**config.mk**
```make
export PLATFORM = sky130hd
export DESIGN_NAME = simon_game
export DESIGN_NICKNAME = d
export VERILOG_FILES = /design/src/hdl/simon_pkg.sv /design/src/hdl/button_conditioner.sv /design/src/hdl/press_encoder.sv /design/src/hdl/game_datapath.sv /design/src/hdl/game_control.sv /design/src/hdl/simon_game.sv
export SDC_FILE = /design/constraint.sdc
export NUM_CORES = 1
export LEC_CHECK = 0
export ABC_CLOCK_PERIOD_IN_PS = 1800
export BUFFER_PORTS_ARGS = -buffer_cell sky130_fd_sc_hd__buf_2
export CORE_AREA = 3 3 78 80
export CTS_BUF_LIST = sky130_fd_sc_hd__clkbuf_4 sky130_fd_sc_hd__clkbuf_8
export CTS_CLUSTER_SIZE = 10
export DETAILED_ROUTE_END_ITERATION = 8
export DIE_AREA = 0 0 81 83
export PLACE_DENSITY = 0.81
export SKIP_LAST_GASP = 1
export SYNTH_ARGS = -nofsm -noshare
export SYNTH_HDL_FRONTEND = slang
export SYNTH_SLANG_ARGS = --single-unit
```
**constraint.sdc**
```tcl
create_clock -name clock -period 1.8 [get_ports clock]
set_clock_uncertainty 0.05 [all_clocks]
set_input_delay 0.18 -clock clock [delete_from_list [all_inputs] [get_ports clock]]
set_output_delay 0.18 -clock clock [all_outputs]
set_load 0.01 [all_outputs]
```
**src/hdl/simon_pkg.sv**
```systemverilog
// Shared constants, color sequence table and packed types for the color memory game
package simon_pkg;

    // ----------------------------------------
    // Game constants
    // ----------------------------------------
    localparam int num_colors      = 4;
    localparam int color_w         = 2;
    localparam int max_rounds      = 16;
    localparam int short_rounds    = 8;
    localparam int round_w         = 4;
    localparam int show_on_cycles  = 8;
    localparam int show_off_cycles = 4;
    localparam int reply_timeout   = 64;
    localparam int timer_w         = 7;

    // Fixed color sequence, entry 0 is shown first
    localparam logic [color_w-1:0] color_sequence [max_rounds] = '{
        2'd0, 2'd2, 2'd1, 2'd3, 2'd2, 2'd0, 2'd3, 2'd1,
        2'd1, 2'd2, 2'd0, 2'd3, 2'd3, 2'd1, 2'd2, 2'd0
    };

    // ----------------------------------------
    // Shared types
    // ----------------------------------------
    typedef struct packed {
        logic               valid;
        logic [color_w-1:0] color;
    } press_t;

    // Controller strobes and levels toward the datapath
    typedef struct packed {
        logic clear_round;
        logic count_round;
        logic clear_step;
        logic count_step;
        logic clear_show;
        logic count_show;
        logic clear_reply;
        logic count_reply;
        logic store_press;
        logic lamps_show;
        logic lamps_echo;
        logic tone_on;
    } ctrl_t;

    typedef struct packed {
        logic show_done;
        logic gap_done;
        logic step_is_last;
        logic round_is_last;
        logic reply_expired;
        logic press_correct;
    } cond_t;

    typedef enum logic [4:0] {
        idle, init,
        round_start, show, show_wait, show_gap, show_next,
        reply_start, reply_wait, reply_pause,
        store, judge, next_step, next_round,
        won_state, lost_state, timeout_state
    } game_state_t;

endpackage

```
**src/hdl/button_conditioner.sv**
```systemverilog
// Button conditioner, synchronizes one raw button and pulses once per press
`timescale 1ns/1ns

module button_conditioner (
    input  logic clock,
    input  logic reset,
    input  logic raw,
    output logic pulse
);

    logic sync_meta;
    logic sync_stable;
    logic sync_prev;

    // Two-flop synchronizer plus the previous sample for edge detection
    always_ff @(posedge clock or posedge reset) begin
        if (reset) begin
            sync_meta   <= 1'b0;
            sync_stable <= 1'b0;
            sync_prev   <= 1'b0;
        end else begin
            sync_meta   <= raw;
            sync_stable <= sync_meta;
            sync_prev   <= sync_stable;
        end
    end

    // Rising edge only, a held button counts once
    assign pulse = sync_stable & ~sync_prev;

    a_pulse_single: assert property (@(posedge clock) disable iff (reset)
        pulse |=> !pulse);

endmodule

```
**src/hdl/press_encoder.sv**
```systemverilog
// Press encoder, folds four press pulses into one registered press event
`timescale 1ns/1ns

module press_encoder (
    input  logic                                 clock,
    input  logic                                 reset,
    input  logic [simon_pkg::num_colors-1:0]     pulses,
    output simon_pkg::press_t                    press
);

    logic [simon_pkg::color_w-1:0] code;

    // Lowest-numbered button wins when pulses coincide
    always_comb begin
        code = '0;
        for (int i = simon_pkg::num_colors - 1; i >= 0; i--) begin
            if (pulses[i]) code = simon_pkg::color_w'(i);
        end
    end

    always_ff @(posedge clock or posedge reset) begin
        if (reset) begin
            press.valid <= 1'b0;
            press.color <= '0;
        end else begin
            press.valid <= |pulses;
            // Color holds its last value between presses
            if (|pulses) press.color <= code;
        end
    end

    a_valid_follows: assert property (@(posedge clock) disable iff (reset)
        |pulses |=> press.valid);

endmodule

```
**src/hdl/game_datapath.sv**
```systemverilog
// Game datapath with step and round counters, timers, press register and comparator
`timescale 1ns/1ns

module game_datapath (
    input  logic                             clock,
    input  logic                             reset,
    input  simon_pkg::ctrl_t                 ctrl,
    input  simon_pkg::press_t                press,
    input  logic                             long_game,
    input  logic                             fast_level,
    output simon_pkg::cond_t                 cond,
    output logic [simon_pkg::num_colors-1:0] lamps,
    output logic                             tone
);

    logic [simon_pkg::round_w-1:0] step_count;
    logic [simon_pkg::round_w-1:0] round_count;
    logic [simon_pkg::timer_w-1:0] show_timer;
    logic [simon_pkg::timer_w-1:0] reply_timer;
    logic [simon_pkg::color_w-1:0] stored_color;
    logic                          long_latched;
    logic                          fast_latched;
    logic [simon_pkg::round_w-1:0] last_round;
    logic [simon_pkg::timer_w-1:0] reply_limit;
    logic [simon_pkg::color_w-1:0] shown_color;

    // ----------------------------------------
    // Counters and timers
    // ----------------------------------------
    always_ff @(posedge clock or posedge reset) begin
        if (reset) begin
            step_count  <= '0;
            round_count <= '0;
            show_timer  <= '0;
            reply_timer <= '0;
        end else begin
            if (ctrl.clear_step)       step_count <= '0;
            else if (ctrl.count_step)  step_count <= step_count + 1'b1;

            if (ctrl.clear_round)      round_count <= '0;
            else if (ctrl.count_round) round_count <= round_count + 1'b1;

            if (ctrl.clear_show)       show_timer <= '0;
            else if (ctrl.count_show)  show_timer <= show_timer + 1'b1;

            if (ctrl.clear_reply)      reply_timer <= '0;
            else if (ctrl.count_reply) reply_timer <= reply_timer + 1'b1;
        end
    end

    // Level choices are taken when the round counter clears at game start
    always_ff @(posedge clock or posedge reset) begin
        if (reset) begin
            long_latched <= 1'b0;
            fast_latched <= 1'b0;
        end else if (ctrl.clear_round) begin
            long_latched <= long_game;
            fast_latched <= fast_level;
        end
    end

    always_ff @(posedge clock) begin
        if (ctrl.store_press) stored_color <= press.color;
    end

    // ----------------------------------------
    // Conditions toward the controller
    // ----------------------------------------
    assign shown_color = simon_pkg::color_sequence[step_count];

    assign last_round = long_latched ? simon_pkg::round_w'(simon_pkg::max_rounds - 1)
                                     : simon_pkg::round_w'(simon_pkg::short_rounds - 1);

    // Fast level halves the reply wait
    assign reply_limit = fast_latched
        ? simon_pkg::timer_w'(simon_pkg::reply_timeout / 2 - 1)
        : simon_pkg::timer_w'(simon_pkg::reply_timeout - 1);

    always_comb begin
        cond.show_done     = (show_timer == simon_pkg::timer_w'(simon_pkg::show_on_cycles - 1));
        cond.gap_done      = (show_timer == simon_pkg::timer_w'(simon_pkg::show_off_cycles - 1));
        cond.step_is_last  = (step_count == round_count);
        cond.round_is_last = (round_count == last_round);
        cond.reply_expired = (reply_timer >= reply_limit);
        cond.press_correct = (stored_color == shown_color);
    end

    // ----------------------------------------
    // Lamps and tone
    // ----------------------------------------
    always_comb begin
        lamps = '0;
        if (ctrl.lamps_show) begin
            lamps[shown_color] = 1'b1;
        end else if (ctrl.lamps_echo) begin
            lamps[stored_color] = 1'b1;
        end
    end

    assign tone = ctrl.tone_on;

    a_one_lamp: assert property (@(posedge clock) disable iff (reset)
        $onehot0(lamps));

endmodule

```
**src/hdl/game_control.sv**
```systemverilog
// Moore game controller sequencing show, reply, pause and end states
`timescale 1ns/1ns

module game_control (
    input  logic              clock,
    input  logic              reset,
    input  logic              start,
    input  logic              pause,
    input  simon_pkg::press_t press,
    input  simon_pkg::cond_t  cond,
    output simon_pkg::ctrl_t  ctrl,
    output logic              player_turn,
    output logic              paused,
    output logic              won,
    output logic              lost,
    output logic              timed_out,
    output logic              ready
);

    simon_pkg::game_state_t state;
    simon_pkg::game_state_t state_next;

    always_ff @(posedge clock or posedge reset) begin
        if (reset) state <= simon_pkg::idle;
        else       state <= state_next;
    end

    // ----------------------------------------
    // Next state
    // ----------------------------------------
    always_comb begin
        state_next = state;
        case (state)
            simon_pkg::idle:        if (start) state_next = simon_pkg::init;
            simon_pkg::init:        state_next = simon_pkg::round_start;
            simon_pkg::round_start: if (cond.gap_done) state_next = simon_pkg::show;
            simon_pkg::show:        state_next = simon_pkg::show_wait;
            simon_pkg::show_wait: begin
                if (cond.show_done) begin
                    state_next = cond.step_is_last ? simon_pkg::reply_start
                                                   : simon_pkg::show_next;
                end
            end
            // Step advances first, then the dark gap runs from a cleared timer
            simon_pkg::show_next:   state_next = simon_pkg::show_gap;
            simon_pkg::show_gap:    if (cond.gap_done) state_next = simon_pkg::show;
            simon_pkg::reply_start: state_next = simon_pkg::reply_wait;
            simon_pkg::reply_wait: begin
                if (pause)                   state_next = simon_pkg::reply_pause;
                else if (cond.reply_expired) state_next = simon_pkg::timeout_state;
                else if (press.valid)        state_next = simon_pkg::store;
            end
            simon_pkg::reply_pause: if (!pause) state_next = simon_pkg::reply_wait;
            simon_pkg::store:       state_next = simon_pkg::judge;
            simon_pkg::judge: begin
                if (cond.gap_done) begin
                    if (!cond.press_correct)    state_next = simon_pkg::lost_state;
                    else if (!cond.step_is_last) state_next = simon_pkg::next_step;
                    else if (cond.round_is_last) state_next = simon_pkg::won_state;
                    else                         state_next = simon_pkg::next_round;
                end
            end
            simon_pkg::next_step:   state_next = simon_pkg::reply_wait;
            simon_pkg::next_round:  state_next = simon_pkg::round_start;
            simon_pkg::won_state,
            simon_pkg::lost_state,
            simon_pkg::timeout_state: if (start) state_next = simon_pkg::init;
            default:                state_next = simon_pkg::idle;
        endcase
    end

    // ----------------------------------------
    // Moore outputs
    // ----------------------------------------
    always_comb begin
        ctrl = '0;
        case (state)
            simon_pkg::init: begin
                ctrl.clear_round = 1'b1;
                ctrl.clear_step  = 1'b1;
                ctrl.clear_show  = 1'b1;
                ctrl.clear_reply = 1'b1;
            end
            simon_pkg::round_start: begin
                ctrl.clear_step = 1'b1;
                ctrl.count_show = 1'b1;
            end
            simon_pkg::show:        ctrl.clear_show = 1'b1;
            simon_pkg::show_wait: begin
                ctrl.count_show = 1'b1;
                ctrl.lamps_show = 1'b1;
                ctrl.tone_on    = 1'b1;
            end
            simon_pkg::show_next: begin
                ctrl.count_step = 1'b1;
                ctrl.clear_show = 1'b1;
            end
            simon_pkg::show_gap:    ctrl.count_show = 1'b1;
            simon_pkg::reply_start: begin
                ctrl.clear_step  = 1'b1;
                ctrl.clear_reply = 1'b1;
            end
            simon_pkg::reply_wait:  ctrl.count_reply = 1'b1;
            simon_pkg::store: begin
                ctrl.store_press = 1'b1;
                ctrl.clear_show  = 1'b1;
            end
            // Pressed lamp echoes with the tone while the reply settles
            simon_pkg::judge: begin
                ctrl.count_show = 1'b1;
                ctrl.lamps_echo = 1'b1;
                ctrl.tone_on    = 1'b1;
            end
            simon_pkg::next_step: begin
                ctrl.count_step  = 1'b1;
                ctrl.clear_reply = 1'b1;
            end
            simon_pkg::next_round: begin
                ctrl.count_round = 1'b1;
                ctrl.clear_show  = 1'b1;
            end
            default: ctrl = '0;
        endcase
    end

    assign player_turn = (state == simon_pkg::reply_wait);
    assign paused      = (state == simon_pkg::reply_pause);
    assign won         = (state == simon_pkg::won_state);
    assign timed_out   = (state == simon_pkg::timeout_state);
    assign lost        = (state == simon_pkg::lost_state) || timed_out;
    assign ready       = won || lost;

    a_not_both: assert property (@(posedge clock) disable iff (reset)
        !(won && lost));

    a_idle_quiet: assert property (@(posedge clock) disable iff (reset)
        (state == simon_pkg::idle) |-> (ctrl == '0));

endmodule

```
**src/hdl/simon_game.sv**
```systemverilog
// Color memory game top level joining button conditioning, datapath and controller
`timescale 1ns/1ns

module simon_game (
    input  logic                             clock,
    input  logic                             reset,
    input  logic                             start,
    input  logic                             pause,
    input  logic                             long_game,
    input  logic                             fast_level,
    input  logic [simon_pkg::num_colors-1:0] buttons,
    output logic [simon_pkg::num_colors-1:0] lamps,
    output logic                             tone,
    output logic                             player_turn,
    output logic                             paused,
    output logic                             won,
    output logic                             lost,
    output logic                             timed_out,
    output logic                             ready
);

    logic [simon_pkg::num_colors-1:0] pulses;
    simon_pkg::press_t                press;
    simon_pkg::ctrl_t                 ctrl;
    simon_pkg::cond_t                 cond;

    // ----------------------------------------
    // Button path
    // ----------------------------------------
    for (genvar i = 0; i < simon_pkg::num_colors; i++) begin : gen_buttons
        button_conditioner button_conditioner_inst (
            .clock (clock),
            .reset (reset),
            .raw   (buttons[i]),
            .pulse (pulses[i])
        );
    end

    press_encoder press_encoder_inst (
        .clock  (clock),
        .reset  (reset),
        .pulses (pulses),
        .press  (press)
    );

    // ----------------------------------------
    // Datapath and controller
    // ----------------------------------------
    game_datapath game_datapath_inst (
        .clock      (clock),
        .reset      (reset),
        .ctrl       (ctrl),
        .press      (press),
        .long_game  (long_game),
        .fast_level (fast_level),
        .cond       (cond),
        .lamps      (lamps),
        .tone       (tone)
    );

    game_control game_control_inst (
        .clock       (clock),
        .reset       (reset),
        .start       (start),
        .pause       (pause),
        .press       (press),
        .cond        (cond),
        .ctrl        (ctrl),
        .player_turn (player_turn),
        .paused      (paused),
        .won         (won),
        .lost        (lost),
        .timed_out   (timed_out),
        .ready       (ready)
    );

endmodule

```
---- After elaboration in Yosys (flattened, before gate mapping) ----
Memory sizes are Yosys's and may differ from the RTL's.
Cells that the tools add are included.
operators by class
  $add $sub $neg .......................... 4
  $mul .................................... 0
  divide/modulo/power cells ............... 0
  magnitude comparators ................... 6
  equal/unequal tests ..................... 27
  shift-type cells ........................ 0
  multiplexer cells ....................... 47
  bitwise operators ....................... 9
  reductions and logical operators ........ 21
operator list
  cell                 number
  $pmux 5 s11          1
  $mux 5               10
  $eq 5x4->1 const B   8
  $mux 4               7
  $mux 7               4
  $eq 5x3->1 const B   4
  $mux 1               15
  $add 7x1->7 const B  2
  $mux 2               7
  $reduce_or 4->1      3
  $eq 5x2->1 const B   2
  $reduce_or 2->1      5
  $add 4x1->4 const B  2
  $eq 4x4->1           2
  $reduce_bool 2->1    4
  $eq 7x2->1 const B   1
  $eq 7x3->1 const B   1
  $ge 7x7->1           1
  $lt 2x3->1 const B   2
  $mux 6               1
  $ne 2x2->1 const B   3
  $reduce_and 6->1     1
  $reduce_or 3->1      2
  $eq 5x1->1 const B   1
  14 further kinds     25
word-level totals
  register bits ........................... 46
  bits in latches ......................... 0
  bits in writable memories ............... 0
  ROM bits ................................ 32
  bits of input ports ..................... 10
  output and inout bits ................... 11
  logic and storage cells ................. 137
  memories kept ........................... 1
memories
  name              depth  bits a word  read ports  clocked after memory_dff  wr ports  RTL line             RTL
  (name not given)  16     2            1           0                         0         game_datapath.sv:69  assign shown_color = simon_pkg::color_sequence[step_count];

---- Longest topological paths before layout ----
Gate-level depths: netlist of run 1.
  word-level depth ........................ 9
  mapped depth ............................ 7
  gate-level depth less buffers ........... 6

---- Modules after synthesis ----
A second synthesis of run 1 with hierarchy kept.
second synthesis, totals
  cell total of the unflattened synthesis .. 270
  area, all modules ....................... 2592.5 um^2
modules (own cells, without submodules)
  module              times used  cells each  area each (um^2)  seq. area each (um^2)
  game_datapath       1           134         1360.1            660.6
  game_control        1           106         749.5             125.1
  button_conditioner  4           5           92.6              75.1
  press_encoder       1           10          112.6             75.1

---- Worst setup path after synthesis of run 1 ----
OpenSTA, ideal clock, no wires.
  path type ............................... register to register
  start ................................... reg game_datapath_inst.step_count[0] (netlist name)
  end ..................................... reg game_control_inst.state[0]
  setup time .............................. 125 ps
  data arrival time ....................... 1763 ps
  required time ........................... 1625 ps
  setup slack ............................. -139 ps
  cell stages (with the launch flop) ...... 7
  buffers on the path ..................... 0
  period minus slack after synthesis ...... 1939 ps
  cell sequence ........................... dfrtp_1 > ha_1 > mux2i_1 > a211o_1 > a31oi_1 > a2111o_1 > mux2_4
between the ends
  longest elaborated chain between the ends .. 8
  elaborated cells on any way between the ends .. 12
  classes of those cells .................. 2 x eq/ne; 8 x mux; 1 x bitwise; 1 x memory
ends and longest elaborated chain
  item                                        RTL line             RTL
  start, declared                             game_datapath.sv:16  logic [simon_pkg::round_w-1:0] step_count;
  start signal, assigned                      game_datapath.sv:38  else if (ctrl.count_step) step_count <= step_count + 1'b1;
  $not 4->5 (not written as such)             game_datapath.sv:69
  $mem_v2 16x2                                --
  $mux 2 (not written as such) (2 in series)  game_datapath.sv:69
  $eq 2x2->1                                  game_datapath.sv:85  cond.press_correct = (stored_color == shown_color);
  $mux 5                                      game_control.sv:57   if (!cond.press_correct) state_next = simon_pkg::lost_state;
  $mux 5                                      game_control.sv:56   if (cond.gap_done) begin
  $pmux 5 s11 *                               game_control.sv:33   case (state)
  end signal, assigned                        game_control.sv:24   if (reset) state <= simon_pkg::idle;
  end signal, assigned                        game_control.sv:25   else state <= state_next;
  end, declared                               game_control.sv:20   simon_pkg::game_state_t state;
Mark *: on every way between the ends. The rest lies on a longest branch, timed or not. The select of a mux whose other input is x is not followed.
A chain may end at the register's enable or synchronous reset.

---- Worst setup path in the final report of run 1 ----
  start ................................... reg game_datapath_inst.step_count[1] (netlist name)
  end ..................................... reg game_control_inst.state[0]
Same word-level chain as after synthesis.

==> results of run 1 <==
through the flow:
stage	std cells	setup WS, ns
after floorplan	270	-0.0490
after global placement	395	-0.0597
after detailed placement	395	-0.137
after CTS	424	-0.182
after global routing	444	-0.316
final	444	-0.300
metal layers:
metal / global-route usage, % / vias to the layer above
li1: - / 1169
met1: 27.6 / 1322
met2: 37.0 / 162
met3: 4.56 / 46
met4: 11.7 / 0
met5: 0 / -
worst register-to-register path: stages (launching register included):
cell and delay, ns:
dfrtp_2 0.44, ha_4 0.29, mux2i_4 0.06, buf_4 0.14
a31oi_1 0.23, a31oi_1 0.17, a2111o_1 0.35, mux2_4 0.26
cells by family after synthesis:
logic type,synth area share [%]
AND/OR/NAND/NOR,23.8
buffers and inverters,4.84
adder cells (fa/ha/maj),2.32
AO/OA/AOI/OAI,13.9
XOR/XNOR,7.76
flip-flops,43.1
multiplexers,4.18
power by group through the flow:
stage               sequential [uW]  combinational [uW]  clock, uW
finish                         1370                3950        934
CTS                            1330                2850        938
detailed placement             1370                2310          0
global placement               1360                2230          0
floorplan                      1320                1590          0
global route                   1380                4100        992
cell type report:
cell class              instances  area [um^2]
clock buffers                   5         68.8
clock inverters                 3         68.8
inverters                       9         41.3
flip-flops and latches         46         1170
multi-input cells             201         1700
fillers                       341         1390
repair buffers                108          941
well taps                      72         90.1
sequential cells by signal, summed over array words and instances (netlist names):
name	cells
game_control_inst.state	5
game_datapath_inst.fast_latched	1
game_datapath_inst.long_latched	1
game_datapath_inst.reply_timer	7
game_datapath_inst.round_count	4
game_datapath_inst.show_timer	7
game_datapath_inst.step_count	4
game_datapath_inst.stored_color	2
gen_buttons.button_conditioner_inst.sync_meta	4
gen_buttons.button_conditioner_inst.sync_prev	4
gen_buttons.button_conditioner_inst.sync_stable	4
press_encoder_inst.press	3
worst paths after layout:
kind                       slack [ns]  cells after the start                                                  startpoint                                                           end
min in group asynchronous        0.49                      4                                                       reset                  game_datapath_inst.show_timer[5]$_DFFE_PP0P_
setup reg to reg                -0.30                      7                game_datapath_inst.step_count[1]$_DFFE_PP0P_                        game_control_inst.state[0]$_DFFE_PP0P_
hold reg to reg                  0.30                      0  gen_buttons[3].button_conditioner_inst.sync_meta$_DFF_PP0_  gen_buttons[3].button_conditioner_inst.sync_stable$_DFF_PP0_
hold / removal                   0.06                      2                                                  fast_level                   game_datapath_inst.fast_latched$_DFFE_PP0P_
setup / recovery                -0.30                      7                game_datapath_inst.step_count[1]$_DFFE_PP0P_                        game_control_inst.state[0]$_DFFE_PP0P_
max in group asynchronous        0.78                      4                                                       reset                        game_control_inst.state[0]$_DFFE_PP0P_
placed cells by master (no fill, tap or decap), types with 5 or more instances in the layout:
master / instances
a21oi_1: 9
a22o_1: 5
buf_2: 18
buf_4: 51
buf_6: 30
clkbuf_8: 5
dfrtp_1: 37
dfrtp_2: 7
dlygate4sd3_1: 5
inv_1: 5
mux2i_1: 5
nand2_1: 26
nand3_1: 6
nand4_1: 9
nor2_1: 22
nor2b_1: 7
xnor2_1: 10
xor2_1: 8
what timing repair did:
action	in CTS	in global routing
hold buffers	5	0
endpoints found under the setup margin	17	35
gates cloned	0	1
resized for setup	39	54
setup buffers	17	23
pin swaps	23	28
endpoints found under the hold margin	48	0
==> run metrics, run 1 <==
DIE HEIGHT=83 um; cell mode on critical path=a31oi_1; number of diodes=0; min Tclk post-route=2.10 ns; Comb pwr share=63.2%; most numerous cell in the Yosys netlist=dfrtp_1; Tightest Pin Transition=0.566 ns; via-per-instance ratio=6.08; dpl hpwl=4.45 mm; Setup CP Type=reg2reg; Clock Path Buffers=2; clock tree from TritonCTS=built; Synth cell types=63; Worst slew margin=62.2%; Routed WL=9.45 mm; grt total ovfl=0; WHS=0.0590 ns; unrepaired setup endpoints after global routing=true; Met3 Routed Length=583 um; initial antenna violation count=0; post-route cell area=4080 um^2; Worst Path Arrival=2.25 ns; vias in the first global route=2483; Int Pwr=3760 uW; first-pass GRT wire length=11.9 mm; slowest cell on the critical path=dfrtp_2; syn nets=285; VDD IR max=0.678 mV; Tot Pwr=6250 uW; Post-synth top cells=dfrtp_1 (44), nand2_1 (27), nor2_1 (26); DIE AREA=6720 um^2; Synth area leader=dfrtp_1; final-report hold violation count=0; I/O Pins=21; Root Driver=clkbuf_8; synthesized area=2690 um^2; # Max-Cap Violations=0; share of the synthesized area in the top cell type=40.9%; Final Wtd Congestion=0.874; Syn Area/Cell=9.97 um^2; crit-path max FO=2; fmax=476 MHz; failing checks=setup timing; Cell Chain, Critical Path=ha_4 > mux2i_4 > buf_4 > a31oi_1 > a31oi_1 > a2111o_1 > mux2_4; first-pass iteration count of the detailed router=5; CTS sink cnt=46; Worst Path Buf+Inv=1; Post-DP Area=3160 um^2; sequential share of power=21.9%; register area share after synthesis=43.1%; share of post-route cells with drive strength above 1=46.0%; Initial Util=49.2%; DRC=0; largest net degree at the start of global routing=45; Power Density=1530 nW/um^2; post-layout util=74.6%; highest metal used=met4; Yosys reg bits=46; Setup crit start kind=flip-flop; vias after detailed routing=2699; H-Tree Depth=2; Tot GR Track Use=22.6%; Top Family by Delay on Critical Path=compound AO/OA/AOI/OAI gates; CTS clk-pin slew, worst paths=0.09 ns; total CTS buffers=5; WL/cell=21.3 um; Core ar.=5470 um^2; row count=27; Leak=0.00182 uW; Clk Latency, worst-skew pair=0.31 ns; Required @ worst endpoint=1.95 ns; sw power=2490 uW; fin. max-slew vios=0; Post-Syn Instances=270; Top FF cell, synth=dfrtp_1; clock power share=14.9%; synth warn=0; TNS Setup=-2.84 ns; status=finished, violations left; endpoints failing setup=28; top cells by area, synth=dfrtp_1 (41%), xnor2_1 (4.2%), nand2_1 (3.8%), nor2_1 (3.6%), xor2_1 (2.9%); switch share=39.9%; die width=81 um; Iteration-0 DRC Markers=302; WL met1=3.66 mm; ys async rst share=95.7%; endpoint class of the critical path=flip-flop; worst min path class=in2reg; PnR worst setup slack=-0.300 ns; final net count=386; Antenna Nets Post-Route=0; number of enable flip-flop cells after synthesis=2; Largest stage delay, worst path=0.44 ns; area grow syn2layout=51.7%; port bufs=20; metal2 WL=4.72 mm; ratio of final minimum period to clock period=117%
Note: power is estimated with default switching activity, not from simulation.
==> run 2: changes to the inputs <==
--- a/config.mk
+++ b/config.mk
@@ -7,12 +7,12 @@
 export LEC_CHECK = 0
 export ABC_CLOCK_PERIOD_IN_PS = 1800
 export BUFFER_PORTS_ARGS = -buffer_cell sky130_fd_sc_hd__buf_2
-export CORE_AREA = 3 3 78 80
+export CORE_AREA = 3 3 74 76
 export CTS_BUF_LIST = sky130_fd_sc_hd__clkbuf_4 sky130_fd_sc_hd__clkbuf_8
 export CTS_CLUSTER_SIZE = 10
 export DETAILED_ROUTE_END_ITERATION = 8
-export DIE_AREA = 0 0 81 83
-export PLACE_DENSITY = 0.81
+export DIE_AREA = 0 0 77 79
+export PLACE_DENSITY = 0.88
 export SKIP_LAST_GASP = 1
 export SYNTH_ARGS = -nofsm -noshare
 export SYNTH_HDL_FRONTEND = slang
==> run 2 against run 1 <==
Net effect: die area is 9.5% lower; the run still ends with setup timing left; routed wire length fell by 16%; cell area fell by 7.8%; sequential power hardly changed; utilization grew 4.0 points; cell count is 5.4% lower; sequential share of layout area up 2.4 points; largest cell class unchanged; non-clock buffer count decreased by 19; worst hold slack got worse by 0.0015 ns; largest power group unchanged; critical path depth down 1; register-to-register slack better by 0.09 ns.
==> run metrics, run 2 (synthesis gave the netlist of run 1 again) <==
status=finished, violations left; failing checks=setup timing; clock tree from TritonCTS=built; port bufs=20 (unchanged); Tightest Pin Transition=0.719 ns (+0.153 ns); clock power share=13.0% (-1.9 points); Leak=0.00166 uW (-8.7%); final-report hold violation count=0 (unchanged); Clock Path Buffers=2 (unchanged); Int Pwr=3030 uW (-19%); Regs by FF count=game_datapath_inst.reply_timer x7, game_datapath_inst.show_timer x7, game_control_inst.state x5; Routed WL=7.90 mm (-16%); reg2reg setup slack=-0.21 ns (+0.09 ns); H-Tree Depth=2 (unchanged); reg2reg path depth=7 (unchanged); most frequent cells in the layout=buf_4 (48), dfrtp_1 (37), nand2_1 (25), nor2_1 (25), buf_6 (18); unrepaired setup endpoints after global routing=true; worst reg2reg startpoint=game_datapath_inst.step_count[0]$_DFFE_PP0P_; WL/cell=18.8 um (-12%); post-layout util=78.6% (+4.0 points); Required @ worst endpoint=1.57 ns (-0.38 ns); row count=25 (-7.4%); Iteration-0 DRC Markers=337 (+12%); # fillers=273 (-20%); Core ar.=4790 um^2 (-13%); share of post-route cells with drive strength above 1=42.5% (-3.5 points); die width=77 um (-4.9%); largest net degree at the start of global routing=29 (-36%); Critical Path End=lamps[2]; total CTS buffers=5 (unchanged); via-per-instance ratio=6.20 (+2.0%); grt total ovfl=0 (unchanged); worst min path class=in2reg; Worst Path Arrival=1.79 ns (-0.46 ns); DRC=0 (unchanged); vias in the first global route=2571 (+3.5%); switch share=41.9% (+2.0 points); dpl hpwl=4.48 mm (+0.76%); I/O Pins=21 (unchanged); first-pass iteration count of the detailed router=5 (unchanged); most common library cell in the layout ignoring fill and taps=buf_4; worst r2r dst=game_control_inst.state[0]$_DFFE_PP0P_; ratio of final minimum period to clock period=112% (-4.2 points); endpoints failing setup=17 (-39%); Setup crit start kind=flip-flop; Power Density=1390 nW/um^2 (-9.4%); sequential share of power=26.4% (+4.5 points); # Max-Cap Violations=0 (unchanged); DIE AREA=6080 um^2 (-9.5%); min Tclk post-route=2.02 ns (-0.0763 ns); TNS Setup=-1.83 ns (+1.00 ns); Root Driver=clkbuf_8; final net count=367 (-4.9%); initial antenna violation count=0 (unchanged); CTS clk-pin slew, worst paths=0.10 ns (about the same); endpoint class of the critical path=output pin; Initial Util=56.2% (+7.1 points); VDD IR max=0.692 mV (+2.1%); Setup CP Type=reg2out; vias after detailed routing=2603 (-3.6%); Post-Place Setup Slack=-0.116 ns (+0.0205 ns); sw power=2190 uW (-12%); WHS=0.0575 ns (-0.00150 ns); Clk Latency, worst-skew pair=0.31 ns (about the same); area grow syn2layout=39.7%; Final Wtd Congestion=0.907 (+3.8%); crit-path max FO=2 (unchanged); worst setup path startpoint=game_datapath_inst.step_count[0]$_DFFE_PP0P_; Antenna Nets Post-Route=0 (unchanged); number of diodes=0 (unchanged); CTS sink cnt=46 (unchanged); first-pass GRT wire length=12.4 mm (+4.4%); Worst slew margin=51.8% (-10 points); DIE HEIGHT=79 um (-4.8%); PnR worst setup slack=-0.224 ns (+0.0763 ns); fmax=494 MHz (+3.8%); Comb pwr share=60.6% (-2.6 points); Tot GR Track Use=25.8% (+3.2 points); fin. max-slew vios=0 (unchanged)
==> run 2: changes by cell type in the layout (fill, tap and decap cells not counted), sizes merged <==
cell / delta
buf: -18
clkbuf: -1
inv: +2
bufinv: -2
==> run 2: through the flow <==
stage | cells | area [um^2] | power, uW
after CTS | 417 | 3580 | 4740
after detailed placement | 391 | 3170 | 3670
after global routing | 420 | 3760 | 5500
after floorplan | 270 | 2710 | 2910
final | 420 | 3760 | 5220
after global placement | 391 | 3170 | 3600
==> run 2: layout make-up <==
type,count,area [um^2],area share [%]
tap,67,83.8,2.23
clock buffer,5,68.8,1.83
timing repair buffer,89,718,19.1
sequential,46,1170,31.1
inverter,9,43.8,1.16
clock inverter,3,28.8,0.765
multi-input combinational,201,1650,43.8
==> run 2: worst min-delay path by stage <==
stage | startpoint | endpoint | slack [ns] | cells after the start
after detailed placement | reset | game_datapath_inst.show_timer[0]$_DFFE_PP0P_ | 0.17 | 2
after global placement | reset | game_datapath_inst.show_timer[0]$_DFFE_PP0P_ | 0.17 | 2
final | long_game | game_datapath_inst.long_latched$_DFFE_PP0P_ | 0.06 | 2
after CTS | long_game | game_datapath_inst.long_latched$_DFFE_PP0P_ | 0.05 | 2
after global routing | long_game | game_datapath_inst.long_latched$_DFFE_PP0P_ | 0.07 | 2
after floorplan | buttons[0] | gen_buttons[0].button_conditioner_inst.sync_meta$_DFF_PP0_ | 0.16 | 0
==> run 2: power by group through the flow <==
stage	clock (uW)	sequential, uW	combinational [uW]
global placement	0	1360	2240
global route	733	1400	3370
finish	680	1380	3160
floorplan	0	1320	1590
CTS	702	1350	2680
detailed placement	0	1360	2310
==> run 2: worst max-delay path, cell delays in order, from the launching register on <==
cell	delay, ns
dfrtp_2	0.44
ha_4	0.28
mux2i_4	0.06
a21o_1	0.18
buf_4	0.15
o32ai_4	0.20
buf_2	0.17
==> run 2: metal layers <==
layer | vias to the layer above | share of wire (%) | track usage [%]
li1 | 1140 | - | -
met3 | 47 | 7.0 | 4.08
met2 | 152 | 49 | 47.0
met4 | 0 | 4.7 | 9.61
met1 | 1264 | 40 | 30.8
met5 | - | 0 | 0
==> run 2: what timing repair did <==
action	4_1_cts	5_1_grt
resized for setup	38	35
hold buffers	5	0
pin swaps	18	19
hold endpoints to repair	20	0
setup buffers	14	5
setup endpoints to repair	20	37
==> run 3: changes to the inputs <==
--- a/config.mk
+++ b/config.mk
@@ -5,14 +5,15 @@
 export SDC_FILE = /design/constraint.sdc
 export NUM_CORES = 1
 export LEC_CHECK = 0
+export ABC_AREA = 1
 export ABC_CLOCK_PERIOD_IN_PS = 1800
 export BUFFER_PORTS_ARGS = -buffer_cell sky130_fd_sc_hd__buf_2
-export CORE_AREA = 3 3 74 76
+export CORE_AREA = 3 3 73 75
 export CTS_BUF_LIST = sky130_fd_sc_hd__clkbuf_4 sky130_fd_sc_hd__clkbuf_8
 export CTS_CLUSTER_SIZE = 10
 export DETAILED_ROUTE_END_ITERATION = 8
-export DIE_AREA = 0 0 77 79
-export PLACE_DENSITY = 0.88
+export DIE_AREA = 0 0 76 78
+export PLACE_DENSITY = 0.87
 export SKIP_LAST_GASP = 1
 export SYNTH_ARGS = -nofsm -noshare
 export SYNTH_HDL_FRONTEND = slang
==> run 3 against run 2 <==
Net effect: the flow still finishes with violations (setup timing); sequential power shrank 3%; worst hold slack lost 0.036 ns; sequential cell count is the same; cell count grew 12%; sequential share of layout area grew 5.5 points; largest power group unchanged; first-iteration DRC count shrank 40%; critical path depth grew 1; largest cell class unchanged; die area shrank 2.5%; highest routed layer unchanged.
==> run metrics, run 3 <==
Clk Latency, worst-skew pair=0.30 ns (about the same); Synth area leader=dfrtp_1; worst min path class=in2reg; largest net degree at the start of global routing=45 (+55%); post-layout util=67.4% (-11 points); most numerous cell in the Yosys netlist=nand2_1; Antenna Nets Post-Route=0 (unchanged); failing checks=setup timing; Multi-input gate area=1290 um^2 (-22%); final-report hold violation count=0 (unchanged); status=finished, violations left; Top Family by Delay on Critical Path=flip-flops; VDD IR max=0.660 mV (-4.7%); sequential share of power=34.0% (+7.6 points); register area share after synthesis=45.2% (+2.1 points); synthesized area=2570 um^2 (-4.6%); top cells by area, synth=dfrtp_1 (43%), nand2_1 (16%), inv_1 (7.7%), nand3_1 (5.8%), nor2_1 (4.5%); DIE HEIGHT=78 um (-1.3%); Synth cell types=31 (-51%); Post-Syn Instances=347 (+29%); Power Density=1240 nW/um^2 (-11%); ratio of final minimum period to clock period=102% (-10 points); Root Driver=clkbuf_8; Placed Cells=440 (+13%); Worst slew margin=63.2% (+11 points); I/O Pins=21 (unchanged); via-per-instance ratio=5.29 (-15%); slowest cell on the critical path=dfrtp_1; Final Wtd Congestion=0.930 (+2.5%); Post-synth top cells=nand2_1 (111), inv_1 (53), dfrtp_1 (44); Worst Path Buf+Inv=2 (unchanged); final net count=417 (+14%); port bufs=20 (unchanged); endpoint class of the critical path=output pin; Required @ worst endpoint=1.57 ns (about the same); fin. max-slew vios=0 (unchanged); vias in the first global route=2299 (-11%); Cell Chain, Critical Path=ha_1 > nand2_1 > nand3_2 > nand2_4 > inv_2 > o22ai_1 > buf_2; Iteration-0 DRC Markers=201 (-40%); DRC=0 (unchanged); Worst Path Arrival=1.61 ns (-0.18 ns); share of the synthesized area in the top cell type=42.9% (+2.0 points); Regs by FF count=game_datapath_inst.reply_timer x7, game_datapath_inst.show_timer x7, game_control_inst.state x5; area grow syn2layout=23.9%; endpoints failing setup=2 (-15); row count=25 (unchanged); WL/cell=12.8 um (-32%); CTS clk-pin slew, worst paths=0.09 ns (about the same); Setup crit start kind=flip-flop; Clock Path Buffers=2 (unchanged); non-filler cells, final=470 (+12%); Leak=0.00164 uW (-1.1%); die width=76 um (-1.3%); crit-path max FO=4 (+2); Int Pwr=2290 uW (-25%); number of diodes=0 (unchanged); min Tclk post-route=1.84 ns (-0.182 ns); Routed WL=6.02 mm (-24%); most frequent cells in the layout=nand2_1 (104), inv_1 (48), dfrtp_1 (40); sequential cell area=1170 um^2 (-0.32%); Syn Area/Cell=7.40 um^2 (-26%); Tot GR Track Use=20.3% (-5.6 points); first-pass GRT wire length=9.80 mm (-21%); H-Tree Depth=2 (unchanged); CTS sink cnt=46 (unchanged); Yosys reg bits=46 (unchanged); sw power=1660 uW (-24%); switch share=42.1% (+0.18 points); Comb pwr share=46.7% (-14 points); ys async rst share=95.7% (unchanged); # Max-Cap Violations=0 (unchanged); synth warn=0 (unchanged); most common library cell in the layout ignoring fill and taps=nand2_1; dpl hpwl=4.13 mm (-7.8%); clock tree from TritonCTS=built; Tightest Pin Transition=0.552 ns (-0.167 ns); # fillers=378 (+38%); DIE AREA=5930 um^2 (-2.5%); first-pass iteration count of the detailed router=5 (unchanged); grt total ovfl=0 (unchanged); number of enable flip-flop cells after synthesis=2 (unchanged); Initial Util=54.4% (-1.9 points); syn nets=362 (+27%); Top FF cell, synth=dfrtp_1; share of post-route cells with drive strength above 1=23.6% (-19 points); vias after detailed routing=2484 (-4.6%); unrepaired setup endpoints after global routing=true; Core ar.=4720 um^2 (-1.3%); fmax=543 MHz (+9.9%); total CTS buffers=5 (unchanged); initial antenna violation count=0 (unchanged); Largest stage delay, worst path=0.40 ns (-0.04 ns); clock power share=19.3% (+6.3 points); Setup CP Type=reg2out; PnR worst setup slack=-0.0414 ns (+0.182 ns)
run 3: cell types whose count changed after synthesis, sizes merged, moves of 5 or more:
| cell | previous run | this run |
|---|---|---|
| nor3b | 5 | 0 |
| mux2i | 6 | 0 |
| a22o | 5 | 0 |
| buf | 13 | 0 |
| nor2b | 7 | 0 |
| nand2 | 28 | 114 |
| xnor2 | 14 | 2 |
| inv | 9 | 55 |
| xor2 | 9 | 3 |
| nor2 | 27 | 38 |
| o21ai | 5 | 21 |
| nand3 | 9 | 34 |
run 3: worst paths after layout:
path                                                                            startpoint                                                      endpoint  slack (ns)  depth (start not counted)
worst max-delay path                          game_datapath_inst.step_count[0]$_DFFE_PP0P_                                                      lamps[3]       -0.04                          7
min in group asynchronous                                                            reset  gen_buttons[0].button_conditioner_inst.sync_stable$_DFF_PP0_        0.51                          4
worst min-delay path                                                            fast_level                   game_datapath_inst.fast_latched$_DFFE_PP0P_        0.02                          3
worst min register to register  gen_buttons[3].button_conditioner_inst.sync_meta$_DFF_PP0_  gen_buttons[3].button_conditioner_inst.sync_stable$_DFF_PP0_        0.30                          0
max in group asynchronous                                                            reset                        game_control_inst.state[4]$_DFFE_PP0P_        0.79                          4
worst max register to register                game_datapath_inst.step_count[0]$_DFFE_PP0P_                        game_control_inst.state[1]$_DFFE_PP0P_        0.03                         13
run 3: layout make-up:
type                            count  area share, %
Multi-Input combinational cell    245           40.4
Sequential cell                    46           36.6
Timing Repair Buffer               48           10.1
Inverter                           56           6.72
Tap cell                           67           2.63
Clock buffer                        5           2.16
Clock inverter                      3           1.26
run 3: per-layer routing:
layer | routed length (um) | vias to the layer above | part of all wire [%] | track usage, %
met2 | 2910 | 101 | 48 | 36.0
li1 | - | 1212 | - | -
met4 | 169 | 0 | 2.8 | 7.43
met3 | 363 | 22 | 6.0 | 4.64
met5 | 0 | - | 0 | 0
met1 | 2580 | 1149 | 43 | 24.0
run 3: per-stage QoR:
step | hold slack [ns] | setup slack (ns) | total power, uW | setup TNS (ns) | area [um^2]
floorplan | 0.161 | 0.325 | 2450 | 0 | 2570
global placement | 0.237 | 0.0850 | 2800 | 0 | 2800
detailed placement | 0.239 | 0.0844 | 2850 | 0 | 2800
CTS | 0.0157 | -0.0539 | 3800 | -0.144 | 3080
global route | 0.0340 | -0.125 | 4230 | -0.523 | 3180
finish | 0.0219 | -0.0414 | 3950 | -0.0698 | 3180
run 3: cell families after synthesis:
group	count (synthesis)	synth area share (%)
simple gates	197	34.3
fa+ha+maj	5	2.44
xor+xnor	5	1.71
flops	46	45.2
compound gates	38	8.13
buf+inv	56	8.23
run 3: timing repair:
action,CTS,global route
hold buffers,5,0
gates resized for setup,17,16
buffers inserted,10,7
pin swaps,7,7
setup endpoints to repair,5,13
endpoints found under the hold margin,48,0
run 3: power groups by stage:
stage / registers, uW / clock network (uW) / logic [uW]
2_1_floorplan: 1320 / 0 / 1130
3_3_place_gp: 1340 / 0 / 1460
3_5_place_dp: 1360 / 0 / 1490
4_1_cts: 1330 / 792 / 1680
5_1_grt: 1370 / 823 / 2040
6_report: 1340 / 763 / 1850
run 3: worst register-to-register path, cell delays in order, from the launching register on:
cell and delay, ns:
dfrtp_1 0.40, ha_1 0.31, nand2_1 0.08, nand3_2 0.10, nand2_4 0.10, buf_4 0.11
buf_4 0.09, nand2_1 0.05, nand2_2 0.08, nand3_1 0.07, nand2_1 0.07, nand2_1 0.05
nand2_1 0.06, nand2_1 0.06
